--- config.mk ---
export PLATFORM = sky130hd
export DESIGN_NAME = mask_pipeline_top
export DESIGN_NICKNAME = d
export VERILOG_FILES = /design/src/verilog/camera_pkg.sv /design/src/verilog/mask_regs_pkg.sv /design/src/verilog/pixel_stream_if.sv /design/src/verilog/bounds_if.sv /design/src/verilog/camera_capture.sv /design/src/verilog/color_convert.sv /design/src/verilog/threshold_mask.sv /design/src/verilog/threshold_regs.sv /design/src/verilog/mask_pipeline_top.sv
export SDC_FILE = /design/constraint.sdc
export NUM_CORES = 1
export LEC_CHECK = 0
export ABC_AREA = 1
export BUFFER_PORTS_ARGS = -buffer_cell sky130_fd_sc_hd__buf_4
export CORE_MARGIN = 1
export CORE_UTILIZATION = 31
export DETAILED_ROUTE_END_ITERATION = 10
export PLACE_DENSITY = 0.43
export SYNTH_ARGS = -nofsm -noshare
export SYNTH_HDL_FRONTEND = slang
export SYNTH_SLANG_ARGS = --single-unit
--- constraint.sdc ---
create_clock -name clk_camera -period 10.67 [get_ports clk_camera]
set_input_delay 2.134 -clock clk_camera [delete_from_list [all_inputs] [get_ports clk_camera]]
set_output_delay 2.134 -clock clk_camera [all_outputs]
set_load 0.03 [all_outputs]
--- src/verilog/camera_pkg.sv ---
// types and constants for the camera-side pixel path
package camera_pkg;

  typedef logic [7:0]  byte_t;    // camera bus byte or 8-bit colour channel
  typedef logic [15:0] rgb565_t;  // r[15:11] g[10:5] b[4:0]
  typedef logic [10:0] hcount_t;
  typedef logic [9:0]  vcount_t;
  typedef logic [23:0] ycrcb_t;   // {y, cr, cb}

  // counts saturate one below these
  localparam hcount_t frame_width  = 11'd1280;
  localparam vcount_t frame_height = 10'd720;

  // bt.601 style weights, scaled by 256
  localparam int coef_y_r  = 66;
  localparam int coef_y_g  = 129;
  localparam int coef_y_b  = 25;
  localparam int coef_cb_r = -38;
  localparam int coef_cb_g = -74;
  localparam int coef_cb_b = 112;
  localparam int coef_cr_r = 112;
  localparam int coef_cr_g = -94;
  localparam int coef_cr_b = -18;

  localparam int luma_offset   = 16;   // y sits in 16..235
  localparam int chroma_offset = 128;  // cr/cb centred on 128
  localparam int round_bias    = 128;  // half lsb before the >>> 8

endpackage

--- src/verilog/mask_regs_pkg.sv ---
// register map of the threshold bank on the wishbone side
package mask_regs_pkg;

  localparam int wb_addr_w = 3;  // word address, 8 slots
  localparam int wb_data_w = 8;  // one bound per word

  typedef logic [wb_addr_w-1:0] wb_addr_t;
  typedef logic [wb_data_w-1:0] wb_data_t;

  // lower and upper bound per channel, 6 and 7 unused
  localparam wb_addr_t addr_y_lo  = 3'd0;
  localparam wb_addr_t addr_y_hi  = 3'd1;
  localparam wb_addr_t addr_cr_lo = 3'd2;
  localparam wb_addr_t addr_cr_hi = 3'd3;
  localparam wb_addr_t addr_cb_lo = 3'd4;
  localparam wb_addr_t addr_cb_hi = 3'd5;

  // widest window, every pixel passes out of reset
  localparam wb_data_t bound_lo_reset = 8'd0;
  localparam wb_data_t bound_hi_reset = 8'd255;

endpackage

--- src/verilog/pixel_stream_if.sv ---
`timescale 1ns/1ps

// one pixel per valid cycle, no ready, coordinates ride along with the data
interface pixel_stream_if #(
  parameter int data_w = 16  // 16 for rgb565, 24 for ycrcb
);
  import camera_pkg::*;

  logic              valid;
  hcount_t           hcount;
  vcount_t           vcount;
  logic [data_w-1:0] data;

  modport sender (
    output valid,
    output hcount,
    output vcount,
    output data
  );

  modport receiver (
    input valid,
    input hcount,
    input vcount,
    input data
  );

endinterface

--- src/verilog/bounds_if.sv ---
`timescale 1ns/1ps

// inclusive [lo, hi] window for each of y, cr, cb
interface bounds_if;
  import camera_pkg::*;

  byte_t y_lo, y_hi;
  byte_t cr_lo, cr_hi;
  byte_t cb_lo, cb_hi;

  modport owner (output y_lo, y_hi, cr_lo, cr_hi, cb_lo, cb_hi);  // register bank
  modport user  (input  y_lo, y_hi, cr_lo, cr_hi, cb_lo, cb_hi);  // comparator

endinterface

--- src/verilog/camera_capture.sv ---
`timescale 1ns/1ps

module camera_capture (
  input  logic              clk_camera,
  input  logic              sys_rst_camera,
  input  camera_pkg::byte_t camera_d_i,
  input  logic              cam_pclk_i,
  input  logic              cam_hsync_i,
  input  logic              cam_vsync_i,
  pixel_stream_if.sender    px_o
);
  import camera_pkg::*;

  byte_t   d_s1, d_s2;
  logic    pclk_s1, pclk_s2, pclk_prev;
  logic    hs_s1, hs_s2, hs_prev;
  logic    vs_s1, vs_s2, vs_prev;
  logic    byte_v_a, hs_a, hs_fall_a, vs_rise_a;  // stage a: edge detect
  byte_t   byte_a;
  logic    phase_b, pix_v_b, hs_fall_b, vs_rise_b;  // stage b: byte pairing
  byte_t   hi_b;
  rgb565_t pix_b;
  hcount_t h_cnt;  // count the next pixel will carry
  vcount_t v_cnt;
  logic    line_has_px;

  // two-flop synchronisers, data needs no reset
  always_ff @(posedge clk_camera) begin
    d_s1 <= camera_d_i;
    d_s2 <= d_s1;
  end

  always_ff @(posedge clk_camera) begin
    if (sys_rst_camera) begin
      pclk_s1   <= 1'b0;
      pclk_s2   <= 1'b0;
      pclk_prev <= 1'b0;
      hs_s1     <= 1'b0;
      hs_s2     <= 1'b0;
      hs_prev   <= 1'b0;
      vs_s1     <= 1'b0;
      vs_s2     <= 1'b0;
      vs_prev   <= 1'b0;
    end else begin
      pclk_s1   <= cam_pclk_i;
      pclk_s2   <= pclk_s1;
      pclk_prev <= pclk_s2;  // one more tap for edge detect
      hs_s1     <= cam_hsync_i;
      hs_s2     <= hs_s1;
      hs_prev   <= hs_s2;
      vs_s1     <= cam_vsync_i;
      vs_s2     <= vs_s1;
      vs_prev   <= vs_s2;
    end
  end

  // stage a: register the edges, a byte counts only inside hsync
  always_ff @(posedge clk_camera) begin
    if (sys_rst_camera) begin
      byte_v_a  <= 1'b0;
      hs_a      <= 1'b0;
      hs_fall_a <= 1'b0;
      vs_rise_a <= 1'b0;
    end else begin
      byte_v_a  <= pclk_s2 & ~pclk_prev & hs_s2;
      hs_a      <= hs_s2;
      hs_fall_a <= hs_prev & ~hs_s2;  // end of line
      vs_rise_a <= vs_s2 & ~vs_prev;  // start of frame
    end
  end

  always_ff @(posedge clk_camera) begin
    byte_a <= d_s2;  // lines up with byte_v_a
  end

  // stage b: first byte is the high half, second completes the pixel
  always_ff @(posedge clk_camera) begin
    if (sys_rst_camera) begin
      phase_b   <= 1'b0;
      pix_v_b   <= 1'b0;
      hs_fall_b <= 1'b0;
      vs_rise_b <= 1'b0;
    end else begin
      pix_v_b   <= 1'b0;
      hs_fall_b <= hs_fall_a;
      vs_rise_b <= vs_rise_a;
      if (!hs_a) begin
        phase_b <= 1'b0;  // realign at every blanking
      end else if (byte_v_a) begin
        phase_b <= ~phase_b;
        pix_v_b <= phase_b;  // second byte in
      end
    end
  end

  always_ff @(posedge clk_camera) begin
    if (byte_v_a) begin
      if (!phase_b) hi_b <= byte_a;
      else          pix_b <= {hi_b, byte_a};
    end
  end

  // stage c: stamp coordinates and launch the pixel
  always_ff @(posedge clk_camera) begin
    if (sys_rst_camera) begin
      px_o.valid  <= 1'b0;
      h_cnt       <= '0;
      v_cnt       <= '0;
      line_has_px <= 1'b0;
    end else begin
      px_o.valid <= pix_v_b;
      if (vs_rise_b) begin
        h_cnt       <= '0;
        v_cnt       <= '0;
        line_has_px <= 1'b0;
      end else if (hs_fall_b) begin
        h_cnt       <= '0;
        line_has_px <= 1'b0;
        // empty lines do not advance the row
        if (line_has_px && v_cnt != frame_height - 1'b1) v_cnt <= v_cnt + 1'b1;
      end else if (pix_v_b) begin
        line_has_px <= 1'b1;
        if (h_cnt != frame_width - 1'b1) h_cnt <= h_cnt + 1'b1;  // saturate
      end
    end
  end

  always_ff @(posedge clk_camera) begin
    if (pix_v_b) begin
      px_o.data   <= pix_b;
      px_o.hcount <= h_cnt;
      px_o.vcount <= v_cnt;
    end
  end

endmodule

--- src/verilog/color_convert.sv ---
`timescale 1ns/1ps

module color_convert (
  input  logic             clk_camera,
  input  logic             sys_rst_camera,
  pixel_stream_if.receiver px_i,   // rgb565
  pixel_stream_if.sender   ycc_o   // ycrcb
);
  import camera_pkg::*;

  byte_t              r1, g1, b1;
  logic               v1, v2;
  hcount_t            h1, h2;
  vcount_t            vc1, vc2;
  logic signed [17:0] y_sum, cr_sum, cb_sum;  // worst case 56100 or -28560

  // round, drop the x256 weight scale, re-centre
  function automatic byte_t scale(input logic signed [17:0] sum, input int offset);
    int t;
    t = ((int'(sum) + round_bias) >>> 8) + offset;
    return byte_t'(t);  // always lands in 16..240
  endfunction

  always_ff @(posedge clk_camera) begin
    if (sys_rst_camera) begin
      v1          <= 1'b0;
      v2          <= 1'b0;
      ycc_o.valid <= 1'b0;
    end else begin
      v1          <= px_i.valid;
      v2          <= v1;
      ycc_o.valid <= v2;
    end
  end

  // stage 1: 565 to 888, low bits zero filled
  always_ff @(posedge clk_camera) begin
    r1  <= {px_i.data[15:11], 3'b0};
    g1  <= {px_i.data[10:5], 2'b0};
    b1  <= {px_i.data[4:0], 3'b0};
    h1  <= px_i.hcount;
    vc1 <= px_i.vcount;
  end

  // stage 2: weighted sums, channels widened to signed
  always_ff @(posedge clk_camera) begin
    y_sum  <= 18'(coef_y_r * $signed({1'b0, r1}) + coef_y_g * $signed({1'b0, g1})
                + coef_y_b * $signed({1'b0, b1}));
    cr_sum <= 18'(coef_cr_r * $signed({1'b0, r1}) + coef_cr_g * $signed({1'b0, g1})
                + coef_cr_b * $signed({1'b0, b1}));
    cb_sum <= 18'(coef_cb_r * $signed({1'b0, r1}) + coef_cb_g * $signed({1'b0, g1})
                + coef_cb_b * $signed({1'b0, b1}));
    h2     <= h1;
    vc2    <= vc1;
  end

  // stage 3: pack as {y, cr, cb}
  always_ff @(posedge clk_camera) begin
    ycc_o.data   <= {scale(y_sum, luma_offset), scale(cr_sum, chroma_offset),
                     scale(cb_sum, chroma_offset)};
    ycc_o.hcount <= h2;
    ycc_o.vcount <= vc2;
  end

endmodule

--- src/verilog/threshold_mask.sv ---
`timescale 1ns/1ps

module threshold_mask (
  input  logic                clk_camera,
  input  logic                sys_rst_camera,
  pixel_stream_if.receiver    ycc_i,
  bounds_if.user              bounds_i,
  output logic                mask_valid_o,
  output logic                mask_o,
  output camera_pkg::hcount_t mask_hcount_o,
  output camera_pkg::vcount_t mask_vcount_o
);
  import camera_pkg::*;

  ycrcb_t pix;
  byte_t  y, cr, cb;
  logic   in_window;

  assign pix = ycc_i.data;
  assign y   = pix[23:16];
  assign cr  = pix[15:8];
  assign cb  = pix[7:0];

  // inclusive at both ends, all three channels must pass
  assign in_window = (y  >= bounds_i.y_lo)  && (y  <= bounds_i.y_hi)
                  && (cr >= bounds_i.cr_lo) && (cr <= bounds_i.cr_hi)
                  && (cb >= bounds_i.cb_lo) && (cb <= bounds_i.cb_hi);

  always_ff @(posedge clk_camera) begin
    if (sys_rst_camera) mask_valid_o <= 1'b0;
    else                mask_valid_o <= ycc_i.valid;
  end

  always_ff @(posedge clk_camera) begin
    mask_o        <= in_window;
    mask_hcount_o <= ycc_i.hcount;  // coordinates follow the bit
    mask_vcount_o <= ycc_i.vcount;
  end

endmodule

--- src/verilog/threshold_regs.sv ---
`timescale 1ns/1ps

module threshold_regs (
  input  logic                    clk_camera,
  input  logic                    sys_rst_camera,
  input  logic                    wb_cyc_i,
  input  logic                    wb_stb_i,
  input  logic                    wb_we_i,
  input  mask_regs_pkg::wb_addr_t wb_adr_i,
  input  mask_regs_pkg::wb_data_t wb_dat_i,
  output mask_regs_pkg::wb_data_t wb_dat_o,
  output logic                    wb_ack_o,
  bounds_if.owner                 bounds_o
);
  import mask_regs_pkg::*;

  wb_data_t y_lo_q, y_hi_q, cr_lo_q, cr_hi_q, cb_lo_q, cb_hi_q;
  wb_data_t rd_mux;
  logic     req;

  // a new request only while ack is low, so one strobe gives one ack
  assign req = wb_cyc_i & wb_stb_i & ~wb_ack_o;

  always_comb begin
    case (wb_adr_i)
      addr_y_lo:  rd_mux = y_lo_q;
      addr_y_hi:  rd_mux = y_hi_q;
      addr_cr_lo: rd_mux = cr_lo_q;
      addr_cr_hi: rd_mux = cr_hi_q;
      addr_cb_lo: rd_mux = cb_lo_q;
      addr_cb_hi: rd_mux = cb_hi_q;
      default:    rd_mux = '0;  // 6 and 7 read zero
    endcase
  end

  always_ff @(posedge clk_camera) begin
    if (sys_rst_camera) begin
      wb_ack_o <= 1'b0;
      y_lo_q   <= bound_lo_reset;
      y_hi_q   <= bound_hi_reset;
      cr_lo_q  <= bound_lo_reset;
      cr_hi_q  <= bound_hi_reset;
      cb_lo_q  <= bound_lo_reset;
      cb_hi_q  <= bound_hi_reset;
    end else begin
      wb_ack_o <= req;  // single cycle ack, one clock after cyc & stb
      if (req && wb_we_i) begin  // lands together with ack
        case (wb_adr_i)
          addr_y_lo:  y_lo_q  <= wb_dat_i;
          addr_y_hi:  y_hi_q  <= wb_dat_i;
          addr_cr_lo: cr_lo_q <= wb_dat_i;
          addr_cr_hi: cr_hi_q <= wb_dat_i;
          addr_cb_lo: cb_lo_q <= wb_dat_i;
          addr_cb_hi: cb_hi_q <= wb_dat_i;
          default: ;  // unmapped, write dropped
        endcase
      end
    end
  end

  always_ff @(posedge clk_camera) begin
    if (req) wb_dat_o <= rd_mux;  // valid with ack
  end

  assign bounds_o.y_lo  = y_lo_q;
  assign bounds_o.y_hi  = y_hi_q;
  assign bounds_o.cr_lo = cr_lo_q;
  assign bounds_o.cr_hi = cr_hi_q;
  assign bounds_o.cb_lo = cb_lo_q;
  assign bounds_o.cb_hi = cb_hi_q;

endmodule

--- src/verilog/mask_pipeline_top.sv ---
`timescale 1ns/1ps

module mask_pipeline_top (
  input  logic                    clk_camera,
  input  logic                    sys_rst_camera,
  // camera bus, asynchronous to clk_camera
  input  camera_pkg::byte_t       camera_d_i,
  input  logic                    cam_pclk_i,
  input  logic                    cam_hsync_i,
  input  logic                    cam_vsync_i,
  // wishbone classic slave for the bounds
  input  logic                    wb_cyc_i,
  input  logic                    wb_stb_i,
  input  logic                    wb_we_i,
  input  mask_regs_pkg::wb_addr_t wb_adr_i,
  input  mask_regs_pkg::wb_data_t wb_dat_i,
  output mask_regs_pkg::wb_data_t wb_dat_o,
  output logic                    wb_ack_o,
  // mask stream, 8 clocks behind the pclk edge at the pin
  output logic                    mask_valid_o,
  output logic                    mask_o,
  output camera_pkg::hcount_t     mask_hcount_o,
  output camera_pkg::vcount_t     mask_vcount_o
);
  import camera_pkg::*;

  pixel_stream_if #(.data_w($bits(rgb565_t))) raw_px ();
  pixel_stream_if #(.data_w($bits(ycrcb_t)))  ycc_px ();
  bounds_if                                   bounds ();

  camera_capture u_capture (
    .clk_camera     (clk_camera),
    .sys_rst_camera (sys_rst_camera),
    .camera_d_i     (camera_d_i),
    .cam_pclk_i     (cam_pclk_i),
    .cam_hsync_i    (cam_hsync_i),
    .cam_vsync_i    (cam_vsync_i),
    .px_o           (raw_px.sender)
  );

  color_convert u_convert (
    .clk_camera     (clk_camera),
    .sys_rst_camera (sys_rst_camera),
    .px_i           (raw_px.receiver),
    .ycc_o          (ycc_px.sender)
  );

  threshold_mask u_mask (
    .clk_camera     (clk_camera),
    .sys_rst_camera (sys_rst_camera),
    .ycc_i          (ycc_px.receiver),
    .bounds_i       (bounds.user),
    .mask_valid_o   (mask_valid_o),
    .mask_o         (mask_o),
    .mask_hcount_o  (mask_hcount_o),
    .mask_vcount_o  (mask_vcount_o)
  );

  threshold_regs u_regs (
    .clk_camera     (clk_camera),
    .sys_rst_camera (sys_rst_camera),
    .wb_cyc_i       (wb_cyc_i),
    .wb_stb_i       (wb_stb_i),
    .wb_we_i        (wb_we_i),
    .wb_adr_i       (wb_adr_i),
    .wb_dat_i       (wb_dat_i),
    .wb_dat_o       (wb_dat_o),
    .wb_ack_o       (wb_ack_o),
    .bounds_o       (bounds.owner)
  );

endmodule

==> PnR_summary.wiki <==
{| class="wikitable"
! Metric !! Value
|-
| Status || finished, violations left
|-
| Violations in the final reports || design-rule violations
|-
| Worst relative slew slack || 0.326
|-
| Number of antenna repair diodes || 0
|-
| Global-route wire length before repair || 58200 µm
|-
| Power density over cell area || 139 mW/mm²
|-
| Sequential element share of the synthesized area || 0.446
|-
| Clock-pin slew of the registers on the worst-case setup and hold paths || 0.06 ns
|-
| Arrival time at the worst endpoint || 5.88 ns
|-
| Pins over their slew limit || 0
|-
| TritonCTS clock tree || yes
|-
| Gr ovfl total || 0
|-
| Crit path largest cell delay || 0.51 ns
|-
| Horizontal extent of the die || 234 µm
|-
| Synth Area in Compound Gates || 0.0891
|-
| Post-Route Setup TNS || 0 ns
|-
| Endpoint type of the worst setup path || flop
|-
| Number of DRC markers in iteration 0 || 509
|-
| Number of synthesis warnings || 0
|-
| Worst voltage drop across the vdd grid || 0.110 mV
|-
| Kind of start point of the critical path || flop
|-
| Number of synthesized register bits || 337
|-
| Number of nets in the layout || 2073
|-
| Part of the total power dissipated in the clock network || 0.485
|-
| Cell Area, Synth || 0.0167 mm²
|-
| Cts hold-fix bufs || 0
|-
| Share of post-route cells with drive strength above 1 || 0.0871
|-
| Area growth from synthesis to final layout || 14.6%
|-
| Final Critical Period || 5.45 ns
|-
| Unrepaired setup endpoints after global routing || false
|-
| Max_cap viols || 0
|-
| Post-Route WL || 36100 µm
|-
| Path type of the worst min-delay path || flop to flop
|-
| Instance area after placement || 0.0179 mm²
|-
| Routability congestion estimate from global placement || 0.846
|-
| Simple-gate share of the synthesized area || 0.114
|-
| Number of enable-type register cells in the synthesized netlist || 69
|-
| Maximum buffer depth of the clock tree || 3
|-
| Most used cell, CP || sky130_fd_sc_hd__ha_1
|-
| Detailed placer's ending HPWL || 28300 µm
|-
| Gate power share || 0.021
|-
| Effective utilization at floorplan || 0.315
|-
| Avg Inst Size Synth || 9.79 µm²
|-
| Synth Area in XOR/XNOR || 0.0478
|-
| CP Buf/Inv Count || 4
|-
| Aggregate global-route resource usage || 0.136
|-
| Dominant delay contributor by cell family on the critical path || adder cells
|-
| FF/Latch Area || 0.00744 mm²
|-
| Maximum net fanout on the critical path || 7
|-
| Area of all placed cells without fillers || 0.0191 mm²
|-
| Cell count along the critical path || 26
|-
| Top-level I/O count || 59
|-
| Remaining DRCs || 2
|-
| Number of inserted filler cells in the final layout || 5323
|-
| Total Power Consumption || 2.65 mW
|-
| Quantity of I/O buffers inserted on ports || 58
|-
| Instance count of the mapped netlist || 1702
|-
| Area enclosed by the die boundary || 0.0547 mm²
|-
| Endpoint of the most critical setup path || u_convert.cb_sum[15]$_DFF_P_
|-
| Maximum number of pins on one net before global-route repair || 45
|-
| Standard cell with the maximum stage delay on the critical path || sky130_fd_sc_hd__fa_1
|-
| Sequential Power Share || 0.494
|-
| Row count || 84
|-
| Number of global-route vias before repair || 11000
|-
| H-tree levels || 2
|-
| Ys flop type || sky130_fd_sc_hd__dfxtp_1
|-
| Number of hold violations in the final report || 0
|-
| Die Height || 234 µm
|-
| Setup-failing EPs final || 0
|-
| Worst r2r src || u_convert.g1[6]$_DFF_P_
|-
| Post-synthesis cell type count || 53
|-
| Worst Setup Path Type || flop to flop
|-
| Portion of netlist area occupied by mux cells || 0
|-
| Clk_skew || 0.0247 ns
|-
| Buffers inserted during post-CTS setup optimization || 0
|-
| Sw frac || 0.213
|-
| Start point of the critical path || u_convert.g1[6]$_DFF_P_
|-
| Transition time at the pin with the least slew margin || 1.01 ns
|-
| Number of buffers created by CTS || 38
|-
| Leakage power figure || 8.84 nW
|-
| Finished Core Util || 0.361
|-
| Via/cell ratio || 4.45
|-
| Switching component of the power || 0.565 mW
|-
| Fmax || 184 MHz
|-
| Synth async-reset ratio || 0
|-
| Number of clock sinks seen by CTS || 337
|-
| Clk_lat worst skew || 0.56 ns
|-
| Main combinational cell family by area after synthesis || adder cells
|-
| Root buffer cell || sky130_fd_sc_hd__clkbuf_16
|-
| Required time of the critical path || 11.10 ns
|-
| Cell count of the worst reg-to-reg path || 26
|-
| Worst hold margin || 0.322 ns
|-
| Area taken by multi-input logic gates || 0.00792 mm²
|-
| Internal Power || 2.09 mW
|-
| Initial DRT Pass Iterations || 10
|-
| Wire per inst || 14.4 µm
|-
| Adder-cell area share of the yosys netlist || 0.224
|-
| Net count after synthesis || 1989
|-
| RR Endpoint || u_convert.cb_sum[15]$_DFF_P_
|-
| Via total after detailed routing || 11100
|-
| Count of cells resized by post-cts repair || 0
|-
| Floorplan Core Area || 0.0529 mm²
|-
| Period utilization || 0.511
|-
| Antenna violations before repair || 0
|-
| Count of antenna-violating nets left after detailed routing || 0
|-
| Setup slack of the worst register-to-register path || 5.22 ns
|}
## power groups by stage
stage / Sequential [mW] / Combinational, mW / Clock, mW
detailed placement: 1.34 / 0.0564 / 0
CTS: 1.31 / 0.0565 / 1.34
global placement: 1.34 / 0.0561 / 0
floorplan: 1.34 / 0.0267 / 0
global route: 1.31 / 0.0615 / 1.39
finish: 1.31 / 0.0553 / 1.29
## layout make-up
class,instances,area share
Multi-Input combinational cell,1034,0.415
Clock buffer,54,0.0584
Clock inverter,14,0.00701
Timing Repair Buffer,60,0.0236
Sequential cell,337,0.389
Inverter,315,0.0620
Tap cell,688,0.0451
## worst min-delay path by stage
stage / start / endpoint / cells past startpoint
after CTS: u_convert.vc2[5]$_DFF_P_ / u_convert.ycc_o.vcount[5]$_DFF_P_ / 0
after floorplan: u_capture.d_s2[0]$_DFF_P_ / u_capture.byte_a[0]$_DFF_P_ / 0
after detailed placement: u_capture.d_s2[7]$_DFF_P_ / u_capture.byte_a[7]$_DFF_P_ / 0
after global routing: u_convert.h1[4]$_DFF_P_ / u_convert.h2[4]$_DFF_P_ / 0
final: u_convert.h2[9]$_DFF_P_ / u_convert.ycc_o.hcount[9]$_DFF_P_ / 0
after global placement: u_convert.h2[7]$_DFF_P_ / u_convert.ycc_o.hcount[7]$_DFF_P_ / 0
## flip-flops by register name (all words and copies together), names as in the netlist, 9 cells and up
register                count
u_convert.ycc_o.data       24
u_capture.pix_b            16
u_capture.px_o.data        16
u_capture.h_cnt            11
u_capture.px_o.hcount      11
u_convert.h1               11
u_convert.h2               11
u_convert.ycc_o.hcount     11
u_mask.mask_hcount_o       11
u_capture.px_o.vcount      10
u_capture.v_cnt            10
u_convert.vc1              10
u_convert.vc2              10
u_convert.ycc_o.vcount     10
u_mask.mask_vcount_o       10
u_convert.cb_sum            9
u_convert.cr_sum            9
u_convert.y_sum             9
## per-stage QoR
stage	setup WS, ns	instances
global placement	5.34	2434
floorplan	5.82	1702
finish	5.22	2502
detailed placement	5.27	2434
global route	4.78	2502
CTS	5.23	2502
## per-layer routing
layer / wire length, µm / part of all wire / global-route usage
met5: 0 / 0 / 0
met4: 918 / 0.025 / 0.0471
met3: 1080 / 0.030 / 0.0209
met2: 16500 / 0.46 / 0.222
met1: 17600 / 0.49 / 0.184
## cell usage after synthesis (15+ instances only)
library cell | number | share of area
sky130_fd_sc_hd__a21oi_1 | 131 | 0.039
sky130_fd_sc_hd__edfxtp_1 | 69 | 0.12
sky130_fd_sc_hd__nor2_1 | 78 | 0.018
sky130_fd_sc_hd__fa_1 | 64 | 0.077
sky130_fd_sc_hd__nor3_1 | 15 | 0.0045
sky130_fd_sc_hd__dfxtp_1 | 268 | 0.32
sky130_fd_sc_hd__nand3_1 | 67 | 0.020
sky130_fd_sc_hd__nand4_1 | 16 | 0.0060
sky130_fd_sc_hd__xnor2_1 | 30 | 0.016
sky130_fd_sc_hd__o21ai_0 | 68 | 0.020
sky130_fd_sc_hd__inv_1 | 305 | 0.069
sky130_fd_sc_hd__ha_1 | 196 | 0.15
sky130_fd_sc_hd__xor2_1 | 61 | 0.032
sky130_fd_sc_hd__nand2_1 | 209 | 0.047
## worst reg2reg max path, stage by stage (launching register included)
cell and delay, ns:
sky130_fd_sc_hd__dfxtp_1 0.49, sky130_fd_sc_hd__inv_1 0.16, sky130_fd_sc_hd__ha_1 0.40, sky130_fd_sc_hd__ha_1 0.33
sky130_fd_sc_hd__fa_1 0.51, sky130_fd_sc_hd__xor2_1 0.20, sky130_fd_sc_hd__ha_1 0.18, sky130_fd_sc_hd__a21o_1 0.16
sky130_fd_sc_hd__ha_1 0.37, sky130_fd_sc_hd__nand2_1 0.12, sky130_fd_sc_hd__inv_1 0.04, sky130_fd_sc_hd__nand2_1 0.05
sky130_fd_sc_hd__nand2_1 0.09, sky130_fd_sc_hd__a21oi_1 0.22, sky130_fd_sc_hd__nor2_1 0.06, sky130_fd_sc_hd__nor2_1 0.11
sky130_fd_sc_hd__xor2_1 0.15, sky130_fd_sc_hd__inv_1 0.08, sky130_fd_sc_hd__fa_1 0.46, sky130_fd_sc_hd__ha_1 0.35
sky130_fd_sc_hd__a21oi_1 0.14, sky130_fd_sc_hd__o21a_1 0.15, sky130_fd_sc_hd__nand3_1 0.12, sky130_fd_sc_hd__a21oi_1 0.22
sky130_fd_sc_hd__inv_1 0.06, sky130_fd_sc_hd__nand3_1 0.08, sky130_fd_sc_hd__nand2_1 0.05
## cells in the final DEF, fill, tap and decap left out, drive strengths merged
master	count
and3	2
or2	1
o22ai	8
a21oi	133
edfxtp	69
xnor2	30
clkinv	9
nand3b	6
bufinv	1
o211ai	2
o21a	2
clkinvlp	2
nand2	212
nand2b	1
a211oi	1
o221ai	8
dfxtp	268
nor2	85
a31o	4
nand4	16
xor2	61
fa	64
buf	60
a221oi	7
clkbuf	54
nor4	6
a21o	6
a21boi	2
o21ai	79
nor3	21
nand3	69
o21bai	5
ha	196
and2	1
o31a	1
o2111ai	5
inv	317
## kinds of logic after synthesis
logic type | after synthesis
fa+ha+maj | 260
flops | 337
buf+inv | 331
simple gates | 420
xor+xnor | 91
compound gates | 263
No activity file was read; power rests on OpenSTA's default activity.
